===== src/controller_pkg.sv =====
// Shared types and constants for the two-role bus controller
// Import into a module body; use scoped names in module headers
package controller_pkg;

    // 7-bit addressing, one byte per data phase
    localparam int AddrWidth = 7;
    localparam int ByteWidth = 8;

    // Host command word, always a single-byte write
    typedef struct packed {
        logic [AddrWidth-1:0] dev_addr;
        logic [ByteWidth-1:0] data;
    } cmd_t;

    // Response word pushed after STOP
    typedef struct packed {
        logic [AddrWidth-1:0] dev_addr;
        logic                 addr_nack;
        logic                 data_nack;
    } resp_t;

    // Synchronized levels plus one-cycle condition pulses
    typedef struct packed {
        logic scl;
        logic sda;
        logic start;
        logic stop;
        logic scl_rise;
        logic scl_fall;
    } bus_event_t;

    // Pad drive of one controller, 1 on scl/sda means released
    typedef struct packed {
        logic scl;
        logic sda;
        logic od_pp;
    } pad_t;

    localparam pad_t PadReleased = '{scl: 1'b1, sda: 1'b1, od_pp: 1'b0};

endpackage

===== src/controller.sv =====
`timescale 1ns/1ps
// Top level of the two-role bus controller
// role_i picks which controller drives the pads; both always see the bus
module controller (
    input  logic                                 clk_i,
    input  logic                                 reset_i,
    input  logic                                 role_i,
    input  logic                                 active_en_i,
    input  logic                                 standby_en_i,
    input  logic [15:0]                          t_quarter_i,
    input  logic [controller_pkg::AddrWidth-1:0] own_addr_i,

    // Pads
    input  logic                                 scl_i,
    input  logic                                 sda_i,
    output logic                                 scl_o,
    output logic                                 sda_o,
    output logic                                 sel_od_pp_o,

    // Command and response queues
    input  logic                                 cmd_rvalid_i,
    output logic                                 cmd_rready_o,
    input  controller_pkg::cmd_t                 cmd_rdata_i,
    output logic                                 resp_wvalid_o,
    input  logic                                 resp_wready_i,
    output controller_pkg::resp_t                resp_wdata_o,

    // RX data queue
    output logic                                 rx_wvalid_o,
    input  logic                                 rx_wready_i,
    output logic [controller_pkg::ByteWidth-1:0] rx_wdata_o,
    output logic                                 rx_wflush_o,

    // Bus conditions and received address with RnW
    output logic                                 bus_start_o,
    output logic                                 bus_stop_o,
    output logic [controller_pkg::ByteWidth-1:0] bus_addr_o,
    output logic                                 bus_addr_valid_o,

    output logic                                 idle_o
);
    import controller_pkg::*;

    pad_t pad_active;
    pad_t pad_standby;
    pad_t pad_sel;

    // 0 is active, 1 is standby
    assign pad_sel     = role_i ? pad_standby : pad_active;
    assign scl_o       = pad_sel.scl;
    assign sda_o       = pad_sel.sda;
    assign sel_od_pp_o = pad_sel.od_pp;

    controller_active xcontroller_active (
        .clk_i         (clk_i),
        .reset_i       (reset_i),
        .en_i          (active_en_i),
        .t_quarter_i   (t_quarter_i),
        .scl_i         (scl_i),
        .sda_i         (sda_i),
        .pad_o         (pad_active),
        .cmd_rvalid_i  (cmd_rvalid_i),
        .cmd_rready_o  (cmd_rready_o),
        .cmd_rdata_i   (cmd_rdata_i),
        .resp_wvalid_o (resp_wvalid_o),
        .resp_wready_i (resp_wready_i),
        .resp_wdata_o  (resp_wdata_o),
        .idle_o        (idle_o)
    );

    controller_standby xcontroller_standby (
        .clk_i            (clk_i),
        .reset_i          (reset_i),
        .en_i             (standby_en_i),
        .own_addr_i       (own_addr_i),
        .scl_i            (scl_i),
        .sda_i            (sda_i),
        .pad_o            (pad_standby),
        .rx_wvalid_o      (rx_wvalid_o),
        .rx_wready_i      (rx_wready_i),
        .rx_wdata_o       (rx_wdata_o),
        .rx_wflush_o      (rx_wflush_o),
        .bus_start_o      (bus_start_o),
        .bus_stop_o       (bus_stop_o),
        .bus_addr_o       (bus_addr_o),
        .bus_addr_valid_o (bus_addr_valid_o)
    );

endmodule


===== src/controller_standby.sv =====
`timescale 1ns/1ps
// Bus target receiver
// Reports START, STOP and every address byte, ACKs its own write
// address and pushes accepted data bytes into the RX queue
module controller_standby (
    input  logic                                 clk_i,
    input  logic                                 reset_i,
    input  logic                                 en_i,
    input  logic [controller_pkg::AddrWidth-1:0] own_addr_i,
    input  logic                                 scl_i,
    input  logic                                 sda_i,
    output controller_pkg::pad_t                 pad_o,
    output logic                                 rx_wvalid_o,
    input  logic                                 rx_wready_i,
    output logic [controller_pkg::ByteWidth-1:0] rx_wdata_o,
    output logic                                 rx_wflush_o,
    output logic                                 bus_start_o,
    output logic                                 bus_stop_o,
    output logic [controller_pkg::ByteWidth-1:0] bus_addr_o,
    output logic                                 bus_addr_valid_o
);
    import controller_pkg::*;

    bus_event_t           events;
    logic                 in_msg_q;
    logic                 first_q;
    logic                 match_q;
    logic                 ack_pend_q;
    logic                 ack_drive_q;
    logic                 wrote_q;
    logic [3:0]           bit_q;
    logic [ByteWidth-2:0] shift_q;
    logic [ByteWidth-1:0] rx_byte;
    logic                 bit_rise;
    logic                 byte_done;
    logic                 rx_take;

    bus_monitor xbus_monitor (
        .clk_i    (clk_i),
        .reset_i  (reset_i),
        .scl_i    (scl_i),
        .sda_i    (sda_i),
        .events_o (events)
    );

    assign rx_byte   = {shift_q, events.sda};
    assign bit_rise  = en_i && in_msg_q && events.scl_rise;
    assign byte_done = bit_rise && (bit_q == 4'd7);
    assign rx_take   = match_q && rx_wready_i;

    always_ff @(posedge clk_i) begin
        if (reset_i) begin
            in_msg_q         <= 1'b0;
            first_q          <= 1'b0;
            match_q          <= 1'b0;
            ack_pend_q       <= 1'b0;
            ack_drive_q      <= 1'b0;
            wrote_q          <= 1'b0;
            bit_q            <= '0;
            bus_start_o      <= 1'b0;
            bus_stop_o       <= 1'b0;
            bus_addr_valid_o <= 1'b0;
            rx_wvalid_o      <= 1'b0;
            rx_wflush_o      <= 1'b0;
        end else begin
            bus_start_o      <= en_i && events.start;
            bus_stop_o       <= en_i && events.stop;
            bus_addr_valid_o <= 1'b0;
            rx_wvalid_o      <= 1'b0;
            rx_wflush_o      <= 1'b0;

            if (!en_i) begin
                in_msg_q    <= 1'b0;
                ack_drive_q <= 1'b0;
            end else if (events.start) begin
                // Also covers repeated START
                in_msg_q    <= 1'b1;
                first_q     <= 1'b1;
                bit_q       <= '0;
                ack_pend_q  <= 1'b0;
                ack_drive_q <= 1'b0;
            end else if (events.stop) begin
                in_msg_q    <= 1'b0;
                ack_drive_q <= 1'b0;
                rx_wflush_o <= wrote_q;
                wrote_q     <= 1'b0;
            end else if (in_msg_q) begin
                // Bits 0..7 are the byte, bit 8 is the ACK slot
                if (bit_rise) begin
                    bit_q <= (bit_q == 4'd8) ? 4'd0 : bit_q + 4'd1;
                end
                if (byte_done) begin
                    first_q <= 1'b0;
                    if (first_q) begin
                        // Writes only, reads are not supported
                        bus_addr_valid_o <= 1'b1;
                        match_q    <= (rx_byte[ByteWidth-1:1] == own_addr_i) && !rx_byte[0];
                        ack_pend_q <= (rx_byte[ByteWidth-1:1] == own_addr_i) && !rx_byte[0];
                    end else begin
                        ack_pend_q  <= rx_take;
                        rx_wvalid_o <= rx_take;
                        wrote_q     <= wrote_q || rx_take;
                    end
                end
                // Drive on the fall after bit 7, release on the next fall
                if (events.scl_fall) begin
                    ack_drive_q <= ack_pend_q && (bit_q == 4'd8);
                end
            end
        end
    end

    always_ff @(posedge clk_i) begin
        if (bit_rise) begin
            shift_q <= rx_byte[ByteWidth-2:0];
        end
        if (byte_done) begin
            if (first_q) begin
                bus_addr_o <= rx_byte;
            end else begin
                rx_wdata_o <= rx_byte;
            end
        end
    end

    // Target never touches SCL
    always_comb begin
        pad_o     = PadReleased;
        pad_o.sda = !ack_drive_q;
    end

endmodule


===== src/controller_active.sv =====
`timescale 1ns/1ps
// Bus master for single-byte writes
// Takes one command word, sends START, address+W, data and STOP,
// then holds a response word until the response queue takes it
module controller_active (
    input  logic                  clk_i,
    input  logic                  reset_i,
    input  logic                  en_i,
    input  logic [15:0]           t_quarter_i,
    input  logic                  scl_i,
    input  logic                  sda_i,
    output controller_pkg::pad_t  pad_o,
    input  logic                  cmd_rvalid_i,
    output logic                  cmd_rready_o,
    input  controller_pkg::cmd_t  cmd_rdata_i,
    output logic                  resp_wvalid_o,
    input  logic                  resp_wready_i,
    output controller_pkg::resp_t resp_wdata_o,
    output logic                  idle_o
);
    import controller_pkg::*;

    typedef enum logic [2:0] {
        StIdle,
        StStart,
        StAddr,
        StAddrAck,
        StData,
        StDataAck,
        StStop,
        StResp
    } state_e;

    state_e               state_q;
    logic [15:0]          qcnt_q;
    logic [1:0]           quarter_q;
    logic [2:0]           bit_q;
    logic [ByteWidth-1:0] shift_q;
    cmd_t                 cmd_q;
    logic                 addr_nack_q;
    logic                 data_nack_q;
    logic                 tick;
    logic                 scl_high;
    bus_event_t           events;

    // Readback of the wired bus for the ACK slots
    bus_monitor xbus_monitor (
        .clk_i    (clk_i),
        .reset_i  (reset_i),
        .scl_i    (scl_i),
        .sda_i    (sda_i),
        .events_o (events)
    );

    assign tick         = (qcnt_q == t_quarter_i);
    assign scl_high     = (quarter_q == 2'd1) || (quarter_q == 2'd2);
    assign cmd_rready_o = (state_q == StIdle) && en_i && cmd_rvalid_i;
    assign idle_o       = (state_q == StIdle);
    assign resp_wvalid_o = (state_q == StResp);
    assign resp_wdata_o = '{
        dev_addr:  cmd_q.dev_addr,
        addr_nack: addr_nack_q,
        data_nack: data_nack_q
    };

    // Quarter-bit timer, t_quarter_i+1 clocks per quarter
    always_ff @(posedge clk_i) begin
        if (reset_i || state_q == StIdle || state_q == StResp || tick) begin
            qcnt_q <= '0;
        end else begin
            qcnt_q <= qcnt_q + 16'd1;
        end
    end

    always_ff @(posedge clk_i) begin
        if (reset_i) begin
            state_q     <= StIdle;
            quarter_q   <= '0;
            bit_q       <= '0;
            addr_nack_q <= 1'b0;
            data_nack_q <= 1'b0;
        end else begin
            case (state_q)
                StIdle: begin
                    if (cmd_rready_o) begin
                        state_q     <= StStart;
                        quarter_q   <= '0;
                        addr_nack_q <= 1'b0;
                        data_nack_q <= 1'b0;
                    end
                end
                StResp: begin
                    if (resp_wready_i) begin
                        state_q <= StIdle;
                    end
                end
                default: begin
                    if (tick) begin
                        quarter_q <= quarter_q + 2'd1;
                        case (state_q)
                            StStart: begin
                                if (quarter_q == 2'd1) begin
                                    quarter_q <= '0;
                                    bit_q     <= 3'd7;
                                    state_q   <= StAddr;
                                end
                            end
                            StAddr, StData: begin
                                if (quarter_q == 2'd3) begin
                                    if (bit_q == 3'd0) begin
                                        state_q <= (state_q == StAddr) ? StAddrAck : StDataAck;
                                    end else begin
                                        bit_q <= bit_q - 3'd1;
                                    end
                                end
                            end
                            StAddrAck: begin
                                // Middle of SCL high
                                if (quarter_q == 2'd1) begin
                                    addr_nack_q <= events.sda;
                                end
                                if (quarter_q == 2'd3) begin
                                    bit_q   <= 3'd7;
                                    state_q <= addr_nack_q ? StStop : StData;
                                end
                            end
                            StDataAck: begin
                                if (quarter_q == 2'd1) begin
                                    data_nack_q <= events.sda;
                                end
                                if (quarter_q == 2'd3) begin
                                    state_q <= StStop;
                                end
                            end
                            StStop: begin
                                if (quarter_q == 2'd1) begin
                                    quarter_q <= '0;
                                    state_q   <= StResp;
                                end
                            end
                            default: ;
                        endcase
                    end
                end
            endcase
        end
    end

    // Command and shift payload
    always_ff @(posedge clk_i) begin
        if (cmd_rready_o) begin
            cmd_q   <= cmd_rdata_i;
            shift_q <= {cmd_rdata_i.dev_addr, 1'b0};
        end else if (tick && quarter_q == 2'd3) begin
            if (state_q == StAddrAck) begin
                shift_q <= cmd_q.data;
            end else if (state_q == StAddr || state_q == StData) begin
                shift_q <= {shift_q[ByteWidth-2:0], 1'b0};
            end
        end
    end

    // SDA set in quarter 0, SCL high in quarters 1 and 2
    always_comb begin
        pad_o = PadReleased;
        case (state_q)
            StStart: begin
                pad_o.scl = (quarter_q == 2'd0);
                pad_o.sda = 1'b0;
            end
            StAddr, StData: begin
                pad_o.scl = scl_high;
                pad_o.sda = shift_q[ByteWidth-1];
            end
            StAddrAck, StDataAck: begin
                pad_o.scl = scl_high;
            end
            StStop: begin
                // SDA released on leaving, which is the STOP edge
                pad_o.scl = (quarter_q == 2'd1);
                pad_o.sda = 1'b0;
            end
            default: ;
        endcase
    end

endmodule


===== src/bus_monitor.sv =====
`timescale 1ns/1ps
// Pad line synchronizer and bus condition detector
// Two flops per line, then a registered compare stage, so a pin
// change shows up as an event three clocks later
module bus_monitor (
    input  logic                       clk_i,
    input  logic                       reset_i,
    input  logic                       scl_i,
    input  logic                       sda_i,
    output controller_pkg::bus_event_t events_o
);

    logic [1:0] scl_sync_q;
    logic [1:0] sda_sync_q;
    logic       scl_now;
    logic       sda_now;

    assign scl_now = scl_sync_q[1];
    assign sda_now = sda_sync_q[1];

    always_ff @(posedge clk_i) begin
        if (reset_i) begin
            // Idle bus has both lines pulled up
            scl_sync_q <= 2'b11;
            sda_sync_q <= 2'b11;
            events_o   <= '{scl: 1'b1, sda: 1'b1, default: 1'b0};
        end else begin
            scl_sync_q <= {scl_sync_q[0], scl_i};
            sda_sync_q <= {sda_sync_q[0], sda_i};

            // Previous levels live in the event register itself
            events_o.scl <= scl_now;
            events_o.sda <= sda_now;

            // SDA moving while SCL stays high
            events_o.start <= events_o.scl && scl_now && events_o.sda && !sda_now;
            events_o.stop  <= events_o.scl && scl_now && !events_o.sda && sda_now;

            events_o.scl_rise <= !events_o.scl && scl_now;
            events_o.scl_fall <= events_o.scl && !scl_now;
        end
    end

endmodule


===== config.mk =====
export PLATFORM = sky130hd
export DESIGN_NAME = controller
export DESIGN_NICKNAME = d
export VERILOG_FILES = /design/src/controller_pkg.sv /design/src/controller.sv /design/src/controller_standby.sv /design/src/controller_active.sv /design/src/bus_monitor.sv
export SDC_FILE = /design/constraint.sdc
export NUM_CORES = 1
export LEC_CHECK = 0
export ABC_CLOCK_PERIOD_IN_PS = 2400
export BUFFER_PORTS_ARGS = -buffer_cell sky130_fd_sc_hd__buf_2
export CAP_MARGIN = 20
export CELL_PAD_IN_SITES_DETAIL_PLACEMENT = 2
export CELL_PAD_IN_SITES_GLOBAL_PLACEMENT = 2
export CORE_ASPECT_RATIO = 1.2
export CORE_MARGIN = 4
export CORE_UTILIZATION = 30
export DETAILED_ROUTE_END_ITERATION = 6
export PLACE_DENSITY = 0.76
export SYNTH_ARGS = -nofsm -noshare
export SYNTH_HDL_FRONTEND = slang
export SYNTH_SLANG_ARGS = --single-unit

===== constraint.sdc =====
create_clock -name clk_i -period 2.4 [get_ports clk_i]
set_input_delay 0.12 -clock clk_i [delete_from_list [all_inputs] [get_ports clk_i]]
set_output_delay 0.12 -clock clk_i [all_outputs]
set_load 0.02 [all_outputs]

-- After elaboration in Yosys (flattened, before gate mapping)
Index checks and enable logic that the tools add are counted.
Widths: inputs -> output; s select.
- reduce and logical (&&, ||, !) cells: 71
- equality and inequality tests: 28
- mux-type cells: 58
- add/subtract/negate cells: 4
- bitwise gates (word level): 8
- operators with widths (cell ; number):
    $mux 3 ; 14
    $mux 8 ; 4
    $ne 4x3->1 const B ; 6
    $reduce_bool 2->1 ; 12
    $mux 1 ; 22
    $mux 4 ; 5
    $logic_and 1x1->1 ; 18
    $add 16x1->16 const B ; 1
    $eq 16x16->1 ; 1
    $pmux 3 s5 ; 1
    $reduce_and 5->1 ; 3
    $eq 3x3->1 const B ; 4
    $reduce_or 4->1 ; 3
    $mux 2 ; 5
    $ne 2x1->1 const B ; 5
    $reduce_and 10->1 ; 1
    $reduce_and 2->1 ; 5
    $pmux 3 s3 ; 1
    $reduce_bool 3->1 ; 3
    $not 1->1 ; 8
    $reduce_and 4->1 ; 2
    $reduce_or 2->1 ; 4
    $eq 7x7->1 ; 1
    $reduce_and 7->1 ; 1
    23 further kinds ; 39
- output and inout port bits: 36
- word-level logic and storage cells: 204
- input bits: 48
- register bits after elaboration: 100

-- Longest topological paths before layout
Gate-level depths: netlist of run 1.
- depth in word-level cells: 7
- gate-level depth with buffers: 8
- mapped depth without buffers: 7

-- Hierarchy
From an unflattened synthesis of run 1, not the netlist that was laid out.
- cell total of the unflattened synthesis: 435
- area total of the unflattened synthesis: 4794.6 µm²
- modules (own cells, without submodules) (module ; area an instance (µm²) ; seq. area each (µm²) ; instances ; cells an instance):
    controller_active ; 2647.5 ; 1201.2 ; 1 ; 271
    controller_standby ; 1512.7 ; 991.0 ; 1 ; 117
    bus_monitor ; 300.3 ; 200.2 ; 2 ; 22
    controller ; 33.8 ; 0.0 ; 1 ; 3

-- Worst setup path after synthesis of run 1
No wires, ideal clock.
- path type: reg-to-reg
- start: reg xcontroller_active.state_q[2]
- end: reg xcontroller_active.quarter_q[1]
- setup slack: 0.112 ns
- required time: 2.283 ns
- clock period less this slack: 2.288 ns
- arrival: 2.171 ns
- buffers on the path: 1
- stages on the path, launching flop included: 8
- setup time: 0.117 ns
- cell sequence: dfxtp_1 buf_2 nor3_1 nand3_1 clkinv_1 nor2_1 o211ai_1 nand2_1
- longest elaborated chain between the ends: 5
- elaborated cells on any way between the ends: 14
- ends and longest elaborated chain (what ; line ; text):
    start: declaration ; controller_active.sv:34 ; state_e state_q;
    start signal: assignment ; controller_active.sv:77 ; state_q <= StIdle;
    start signal: assignment ; controller_active.sv:86 ; state_q <= StStart;
    start signal: assignment ; controller_active.sv:94 ; state_q <= StIdle;
    $logic_not 3->1 ; - ;
    named net idle_o ; controller.sv:40 ; output logic idle_o
    $logic_and 1x1->1 (2 in series) ; controller_active.sv:57 ; assign cmd_rready_o = (state_q == StIdle) && en_i && cmd_rvalid_i;
    named net cmd_rready_o ; controller.sv:22 ; output logic cmd_rready_o,
    $ne 2x2->1 (no line) ; - ;
    $reduce_and 3->1 (no line) ; - ;
    end signal: assignment ; controller_active.sv:99 ; quarter_q <= quarter_q + 2'd1;
    end: declaration ; controller_active.sv:36 ; logic [1:0] quarter_q;
The timed path passes the listed nets, and every way through them passes these cells. The select of a mux whose other input is x is not followed.
A chain may end at the register's enable or synchronous reset.

-- Worst setup path in the final report of run 1
- start: reg xcontroller_active.state_q[2]
- end: out cmd_rready_o
- longest elaborated chain between the ends: 3
- ends and longest elaborated chain (what ; line):
    $logic_not 3->1 ; controller_active.sv:57
    $logic_and 1x1->1 (2 in series) ; controller_active.sv:57
    end: declaration ; controller.sv:22
Every way passes these cells.

==> load_flow_metrics.sql, run 1 <==
INSERT INTO impl_metrics (metric_group, metric, value, unit) VALUES
('route', 'detail_route.wl_per_cell', '17.5', 'um'),
('setup_path', 'critical-path-slowest-cell', 'sky130_fd_sc_hd__clkinv_1', ''),
('power', 'p_leak', '2.08', 'nW'),
('setup_path', 'timing.critical_path.cells', 'nor3_1, nand3_1, clkinv_1, buf_2', ''),
('route', 'initialDrtViolationCount', '184', ''),
('floorplan', 'fp.dieArea', '0.0165', 'mm2'),
('setup_path', 'cp_slowest_stage_delay', '520', 'ps'),
('synth', 'synth_top_flop_cell', 'sky130_fd_sc_hd__dfxtp_1', ''),
('timing', 'setup-tns-final', '0', 'ps'),
('synth', 'seq_area_frac_synth', '0.549', ''),
('setup_path', 'cp_data_arrival_time', '2110', 'ps'),
('cells_and_area', 'layout.filler_cells', '1573', ''),
('timing', 'unrepaired_setup_endpoints_after_global_routing', 'no', ''),
('synth', 'synth_compound_gate_area_share', '0.0876', ''),
('synth', 'synthAdderAreaFrac', '0.0281', ''),
('power', 'p_comb_frac', '0.064', ''),
('synth', 'netlist.area_leader.share', '0.310', ''),
('synth', 'netlist_top_cells_count', '52 x sky130_fd_sc_hd__dfxtp_1, 45 x sky130_fd_sc_hd__edfxtp_1, 42 x sky130_fd_sc_hd__nor2_1, 30 x sky130_fd_sc_hd__nand2_1, 25 x sky130_fd_sc_hd__xor2_1', ''),
('synth', 'synth_mux_area_frac', '0.0256', ''),
('route', 'first_pass_drt_iterations', '4', ''),
('setup_path', 'cp_max_fanout', '25', ''),
('route', 'antenna_violating_nets_post_route', '0', ''),
('power', 'power.clock.fraction', '0.438', ''),
('synth', 'synthCells', '407', ''),
('route', 'vias_per_cell', '4.95', ''),
('power', 'sequentialPowerShare', '0.498', ''),
('cells_and_area', 'finish.instance_area', '0.00541', 'mm2'),
('timing', 'finalMaxSlewViolations', '0', ''),
('floorplan', 'pin_count', '84', ''),
('power', 'power.internal', '2.76', 'mW'),
('cts', 'cts_root_buf', 'sky130_fd_sc_hd__clkbuf_16', ''),
('timing', 'finalSetupViolations', '0', ''),
('cts', 'cts_tree', 'yes', ''),
('grt', 'grt_pass1_wl', '20200', 'um'),
('grt', 'global_route.usage.total', '0.153', ''),
('cells_and_area', 'synthToLayoutAreaGrowth', '24.2', '%'),
('grt', 'maximum_number_of_pins_on_one_net_before_global_route_repair', '26', ''),
('timing', 'final-hold-violation-count', '0', ''),
('cts', 'cts.sink_count', '97', ''),
('grt', 'overflow', '0', ''),
('cells_and_area', 'diodes', '0', ''),
('power', 'peakVddDrop', '0.000250', 'V'),
('synth', 'yosysMostFrequentCell', 'sky130_fd_sc_hd__dfxtp_1', ''),
('floorplan', 'y_dimension_of_the_die', '140', 'um'),
('cells_and_area', 'drive_gt1_frac', '0.262', ''),
('cts', 'hold_buffers', '17', ''),
('cts', 'number_of_gates_resized_after_cts', '0', ''),
('setup_path', 'timing.critical_path.to_type', 'output pin', ''),
('setup_path', 'critical_path.startpoint_type', 'register', ''),
('timing', 'achievable-frequency', '448', 'MHz'),
('worst_hold_path', 'holdCritPathClass', 'primary input to register', ''),
('grt', 'initial_antenna_violation_count', '0', ''),
('timing', 'final.setup_skew', '6.65', 'ps'),
('cts', 'post_cts.repair.setup_buffers', '0', ''),
('synth', 'synth_cell_type_count', '59', ''),
('cts', 'cts-buffers-inserted', '9', ''),
('timing', 'finalWorstPathRequiredPeriod', '2230', 'ps'),
('route', 'routed-via-count', '3399', ''),
('floorplan', 'floorplan.core_area', '0.0143', 'mm2'),
('floorplan', 'fp-row-count', '48', ''),
('synth', 'synth_edf_count', '45', ''),
('placement', 'gp_congestion', '0.790', ''),
('setup_path', 'worst-setup-path-type', 'register to output pin', ''),
('synth', 'synth-seq-cells', '97', ''),
('cts', 'ctsHtreeMaxLevel', '3', ''),
('power', 'power-per-cell-area', '656', 'mW/mm2'),
('run_status', 'outcome', 'finished clean', ''),
('route', 'detail_route.drc_violations', '0', ''),
('placement', 'postPlaceCellArea', '0.00492', 'mm2'),
('synth', 'async_reset_ff_frac', '0', ''),
('synth', 'synth_simple_gate_area_frac', '0.184', '');
-- layer usage --
| layer | global-route usage | wire length (um) |
|---|---|---|
| met5 | 0 | 0 |
| met4 | 0.0710 | 313 |
| met3 | 0.0295 | 461 |
| met2 | 0.279 | 6400 |
| met1 | 0.171 | 4840 |
-- sequential cells by signal, indices dropped and copies added (netlist names), 2 cells and up --
name and flops:
xcontroller_active.shift_q 8, xcontroller_active.quarter_q 2, xcontroller_standby.xbus_monitor.scl_sync_q 2, xcontroller_active.state_q 3, xcontroller_active.cmd_q 8, xcontroller_active.qcnt_q 16, xcontroller_active.resp_wdata_o 7, xcontroller_standby.rx_wdata_o 8
xcontroller_standby.bit_q 4, xcontroller_active.bit_q 3, xcontroller_standby.bus_addr_o 8, xcontroller_standby.xbus_monitor.events_o 5, xcontroller_standby.shift_q 7
-- worst min-delay path, cell delays in order --
cell and delay (ps):
sky130_fd_sc_hd__buf_2 100, sky130_fd_sc_hd__nand2_1 80, sky130_fd_sc_hd__nor4_1 50
-- stage by stage --
| step | power (mW) | setup WS [ps] | util | cells |
|---|---|---|---|---|
| 2_1_floorplan | 1.91 | 112 | - | 407 |
| 3_3_place_gp | 2.00 | 305 | 0.344 | 654 |
| 3_5_place_dp | 2.01 | 239 | 0.344 | 654 |
| 4_1_cts | 3.60 | 147 | 0.379 | 687 |
| 5_1_grt | 3.71 | 39.5 | 0.379 | 687 |
| 6_report | 3.55 | 167 | 0.379 | 687 |
-- power by group through the flow --
stage                     Combinational, mW  Clock (mW)  Sequential [mW]
after floorplan                       0.112           0             1.80
after global placement                0.195           0             1.80
final                                 0.227        1.56             1.77
after CTS                             0.229        1.60             1.77
after global routing                  0.251        1.68             1.77
after detailed placement              0.203           0             1.81
-- path summary, 6_finish.rpt --
kind                                                             from                                                         to  slack (ps)  depth (start not counted)
min reg2reg  xcontroller_active.xbus_monitor.sda_sync_q[0]$_SDFF_PP1_  xcontroller_standby.xbus_monitor.sda_sync_q[1]$_SDFF_PP1_         410                          1
max reg2reg                   xcontroller_active.qcnt_q[9]$_SDFF_PP0_                 xcontroller_active.state_q[0]$_SDFFE_PP0P_         270                          6
max                        xcontroller_active.state_q[2]$_SDFFE_PP0P_                                               cmd_rready_o         170                          4
min                                                       rx_wready_i                 xcontroller_standby.rx_wvalid_o$_SDFF_PP0_          50                          3
-- logic make-up after synthesis --
logic type,after synthesis
AOI/OAI and AO/OA,58
buffers and inverters,40
other,1
adders and majority gates,10
xor gates and xnor gates,37
DFF,97
and+or+nand+nor,153
muxes,11
-- cells in the final DEF, fill, tap and decap left out, types with 2 or more instances in the layout --
cell                             n
sky130_fd_sc_hd__buf_2          82
sky130_fd_sc_hd__dfxtp_1        52
sky130_fd_sc_hd__edfxtp_1       45
sky130_fd_sc_hd__nor2_1         42
sky130_fd_sc_hd__nand2_1        30
sky130_fd_sc_hd__xor2_1         25
sky130_fd_sc_hd__inv_1          17
sky130_fd_sc_hd__dlygate4sd3_1  17
sky130_fd_sc_hd__o21ai_0        16
sky130_fd_sc_hd__nand3_1        15
sky130_fd_sc_hd__a21oi_1        13
sky130_fd_sc_hd__xnor2_1        12
sky130_fd_sc_hd__buf_4          12
sky130_fd_sc_hd__mux2i_1        10
sky130_fd_sc_hd__and3_1          9
sky130_fd_sc_hd__ha_1            9
sky130_fd_sc_hd__clkbuf_16       9
sky130_fd_sc_hd__or2_2           8
sky130_fd_sc_hd__nor3_1          7
sky130_fd_sc_hd__nand4_1         7
sky130_fd_sc_hd__nor4_1          5
sky130_fd_sc_hd__a211oi_1        5
sky130_fd_sc_hd__o211ai_1        5
sky130_fd_sc_hd__nand2b_1        4
sky130_fd_sc_hd__and4_2          4
sky130_fd_sc_hd__and2_1          4
sky130_fd_sc_hd__a31oi_1         4
sky130_fd_sc_hd__nor2b_1         4
sky130_fd_sc_hd__a31o_2          3
sky130_fd_sc_hd__o221ai_1        2
sky130_fd_sc_hd__nor3b_1         2
sky130_fd_sc_hd__clkinvlp_4      2
sky130_fd_sc_hd__bufinv_16       2
-- cell type report --
type,instances,share of cell area
Sequential cell,97,0.442
Timing Repair Buffer,111,0.124
Multi-Input combinational cell,270,0.322
Tap cell,175,0.0405
Clock buffer,9,0.0416
Inverter,18,0.0125
Clock inverter,7,0.0173
No activity file was read; power rests on OpenSTA's default activity.
==> inputs of run 2 (changes only) <==
==> constraint.sdc (replaced) <==
create_clock -name clk_i -period 2.4 [get_ports clk_i]
set_input_delay 0.12 -clock clk_i [delete_from_list [all_inputs] [get_ports clk_i]]
set_output_delay 0.12 -clock clk_i [all_outputs]
set_load 0.05 [all_outputs]
==> run 2 against run 1 <==
- fmax rose by 3.1%
- sequential power hardly changed
- non-clock buffer count is 1 higher
- clock-buffer cell count increased by 1
- setup slack gained 68 ps
- first-iteration DRC count is 25% lower
- critical endpoint unchanged
- largest power group unchanged
==> load_flow_metrics.sql, run 2 (synthesis gave the netlist of run 1 again) <==
INSERT INTO impl_metrics (metric_group, metric, value, unit) VALUES
('cts', 'cts.sink_count', '97', ''),
('cts', 'cts_root_buf', 'sky130_fd_sc_hd__clkbuf_16', ''),
('floorplan', 'starting_density_of_the_core', '0.305', ''),
('power', 'p_switching', '0.812', 'mW'),
('setup_path', 'rr_endpoint', 'xcontroller_active.shift_q[3]$_DFFE_PP_', ''),
('cells_and_area', 'layout.filler_cells', '1577', ''),
('route', 'first_pass_drt_iterations', '4', ''),
('run_status', 'outcome', 'finished clean', ''),
('timing', 'final-hold-violation-count', '0', ''),
('setup_path', 'worstReg2RegStart', 'xcontroller_active.qcnt_q[7]$_SDFF_PP0_', ''),
('power', 'power.internal', '2.66', 'mW'),
('route', 'initialDrtViolationCount', '138', ''),
('setup_path', 'regToRegSetupSlack', '330', 'ps'),
('floorplan', 'pin_count', '84', ''),
('power', 'p_leak', '2.09', 'nW'),
('timing', 'achievable-frequency', '462', 'MHz'),
('cells_and_area', 'largest_register_ffs', '16', ''),
('cells_and_area', 'diodes', '0', ''),
('worst_hold_path', 'hold-path-cell-count', '3', ''),
('placement', 'io_buffers', '82', ''),
('grt', 'maximum_number_of_pins_on_one_net_before_global_route_repair', '23', ''),
('setup_path', 'timing.reg2reg.worst_path_depth', '5', ''),
('grt', 'global_route.usage.total', '0.149', ''),
('cells_and_area', 'final_cell_count_no_fill', '688', ''),
('cells_and_area', 'synthToLayoutAreaGrowth', '24.2', '%'),
('power', 'p_comb_frac', '0.073', ''),
('cells_and_area', 'most_frequent_cells_in_the_layout', '82 x sky130_fd_sc_hd__buf_2, 52 x sky130_fd_sc_hd__dfxtp_1, 45 x sky130_fd_sc_hd__edfxtp_1', ''),
('setup_path', 'worst-setup-path-type', 'register to output pin', ''),
('timing', 'setup-tns-final', '0', 'ps'),
('setup_path', 'required', '2280', 'ps'),
('cts', 'ctsHtreeMaxLevel', '3', ''),
('timing', 'finalSetupViolations', '0', ''),
('floorplan', 'y_dimension_of_the_die', '140', 'um'),
('cts', 'clkTransAtPathRegs', '70', 'ps'),
('cells_and_area', 'drive_gt1_frac', '0.257', ''),
('timing', 'finalMaxSlewViolations', '0', ''),
('grt', 'number_of_global_route_vias_before_repair', '3830', ''),
('route', 'detail_route.wl_per_cell', '17.3', 'um'),
('cells_and_area', 'final_common_cell', 'sky130_fd_sc_hd__buf_2', ''),
('floorplan', 'fp.dieArea', '0.0165', 'mm2'),
('grt', 'grt_pass1_wl', '19600', 'um'),
('route', 'routed_wirelength', '11900', 'um'),
('floorplan', 'die_w', '118', 'um'),
('power', 'p_total', '3.47', 'mW'),
('cts', 'cts_max_path_buffers', '2', ''),
('cts', 'cts_tree', 'yes', ''),
('power', 'sequentialPowerShare', '0.512', ''),
('timing', 'min_period_over_period', '0.902', ''),
('timing', 'unrepaired_setup_endpoints_after_global_routing', 'no', ''),
('setup_path', 'critical_path.startpoint_type', 'register', ''),
('placement', 'gp_congestion', '0.809', ''),
('power', 'peakVddDrop', '0.000262', 'V'),
('worst_hold_path', 'min_to', 'xcontroller_standby.rx_wvalid_o$_SDFF_PP0_', ''),
('route', 'routed-via-count', '3414', ''),
('run', 'maxCapViolations', '0', ''),
('floorplan', 'fp-row-count', '48', ''),
('route', 'antenna_violating_nets_post_route', '0', ''),
('cells_and_area', 'layout.nets', '565', ''),
('cells_and_area', 'largest_register', 'xcontroller_active.qcnt_q', ''),
('placement', 'placed_cells', '655', ''),
('setup_path', 'timing.critical_path.to_type', 'output pin', ''),
('power', 'power.clock.fraction', '0.415', ''),
('setup_path', 'cp_data_arrival_time', '2040', 'ps'),
('floorplan', 'floorplan.core_area', '0.0143', 'mm2'),
('route', 'detail_route.drc_violations', '0', ''),
('grt', 'overflow', '0', ''),
('cts', 'clock_insertion_delay_worst_skew', '350', 'ps'),
('power', 'switching_share', '0.234', ''),
('timing', 'max_slew_headroom', '0.617', ''),
('timing', 'final.setup_skew', '7.59', 'ps'),
('worst_hold_path', 'holdCritPathClass', 'primary input to register', ''),
('cts', 'cts-buffers-inserted', '9', ''),
('cts', 'number_of_gates_resized_after_cts', '0', ''),
('setup_path', 'cp_max_fanout', '21', ''),
('route', 'vias_per_cell', '4.96', ''),
('placement', 'total_half_perimeter_wirelength_after_legalization_and_detailed_placement', '8840', 'um'),
('power', 'power-per-cell-area', '641', 'mW/mm2'),
('worst_hold_path', 'hold_start', 'rx_wready_i', ''),
('timing', 'timing_worst_slew_pin_value', '574', 'ps'),
('grt', 'initial_antenna_violation_count', '0', ''),
('timing', 'finalWorstPathRequiredPeriod', '2160', 'ps');
[run 2: cell types whose count changed in the layout (fill, tap and decap cells not counted), sizes merged]
cell | before | now
inv | 18 | 17
clkbuf | 9 | 10
buf | 94 | 95
clkinv | 2 | 6
clkinvlp | 3 | 0
bufinv | 2 | 1
[run 2: per-layer routing]
metal / up-vias / GRT usage / wire length (um)
met5: - / 0 / 0
met4: 0 / 0.0660 / 231
met3: 14 / 0.0291 / 400
met2: 63 / 0.276 / 6340
met1: 1707 / 0.164 / 4940
li1: 1630 / - / -
[run 2: layout make-up]
cell class / instances / area [um2] / share of cell area
timing repair buffer: 112 / 691 / 0.128
clock inverter: 6 / 58.8 / 0.0109
clock buffer: 10 / 229 / 0.0423
inverter: 18 / 67.6 / 0.0125
tap: 175 / 219 / 0.0405
sequential: 97 / 2390 / 0.442
multi-input combinational: 270 / 1760 / 0.324
[run 2: repair_timing]
action	CTS	global route
buffers inserted	0	0
hold buffers	17	0
hold endpoints to repair	17	0
[run 2: critical path, stage by stage, from the launching register on]
cell and delay, ps:
sky130_fd_sc_hd__dfxtp_1 690, sky130_fd_sc_hd__nor3_4 110, sky130_fd_sc_hd__nand3_1 190, sky130_fd_sc_hd__clkinv_1 250
sky130_fd_sc_hd__buf_12 240, sky130_fd_sc_hd__buf_2 220
[run 2: through the flow]
step	utilization	hold slack (ps)	setup slack (ps)	cell area [um2]
after floorplan	-	219	181	4370
after global placement	0.347	299	345	4950
after detailed placement	0.347	298	313	4950
after CTS	0.379	41.1	217	5410
after global routing	0.379	73.1	81.0	5410
final	0.379	51.6	235	5410
[run 2: power by group through the flow]
| stage | sequential (mW) | combinational [mW] | clock, mW |
|---|---|---|---|
| floorplan | 1.80 | 0.139 | 0 |
| finish | 1.77 | 0.252 | 1.44 |
| detailed placement | 1.81 | 0.232 | 0 |
| global route | 1.78 | 0.277 | 1.55 |
| global placement | 1.81 | 0.225 | 0 |
| CTS | 1.77 | 0.256 | 1.48 |
[run 2: worst max path at each step]
stage | startpoint | end | slack (ps)
5_1_grt | xcontroller_active.state_q[1]$_SDFFE_PP0P_ | cmd_rready_o | 80
3_3_place_gp | xcontroller_active.qcnt_q[7]$_SDFF_PP0_ | xcontroller_active.shift_q[7]$_DFFE_PP_ | 340
2_1_floorplan | xcontroller_active.state_q[2]$_SDFFE_PP0P_ | xcontroller_active.quarter_q[1]$_SDFFE_PP0P_ | 180
6_report | xcontroller_active.state_q[1]$_SDFFE_PP0P_ | cmd_rready_o | 240
3_5_place_dp | xcontroller_active.qcnt_q[7]$_SDFF_PP0_ | xcontroller_active.shift_q[6]$_DFFE_PP_ | 310
4_1_cts | xcontroller_active.state_q[1]$_SDFFE_PP0P_ | cmd_rready_o | 220
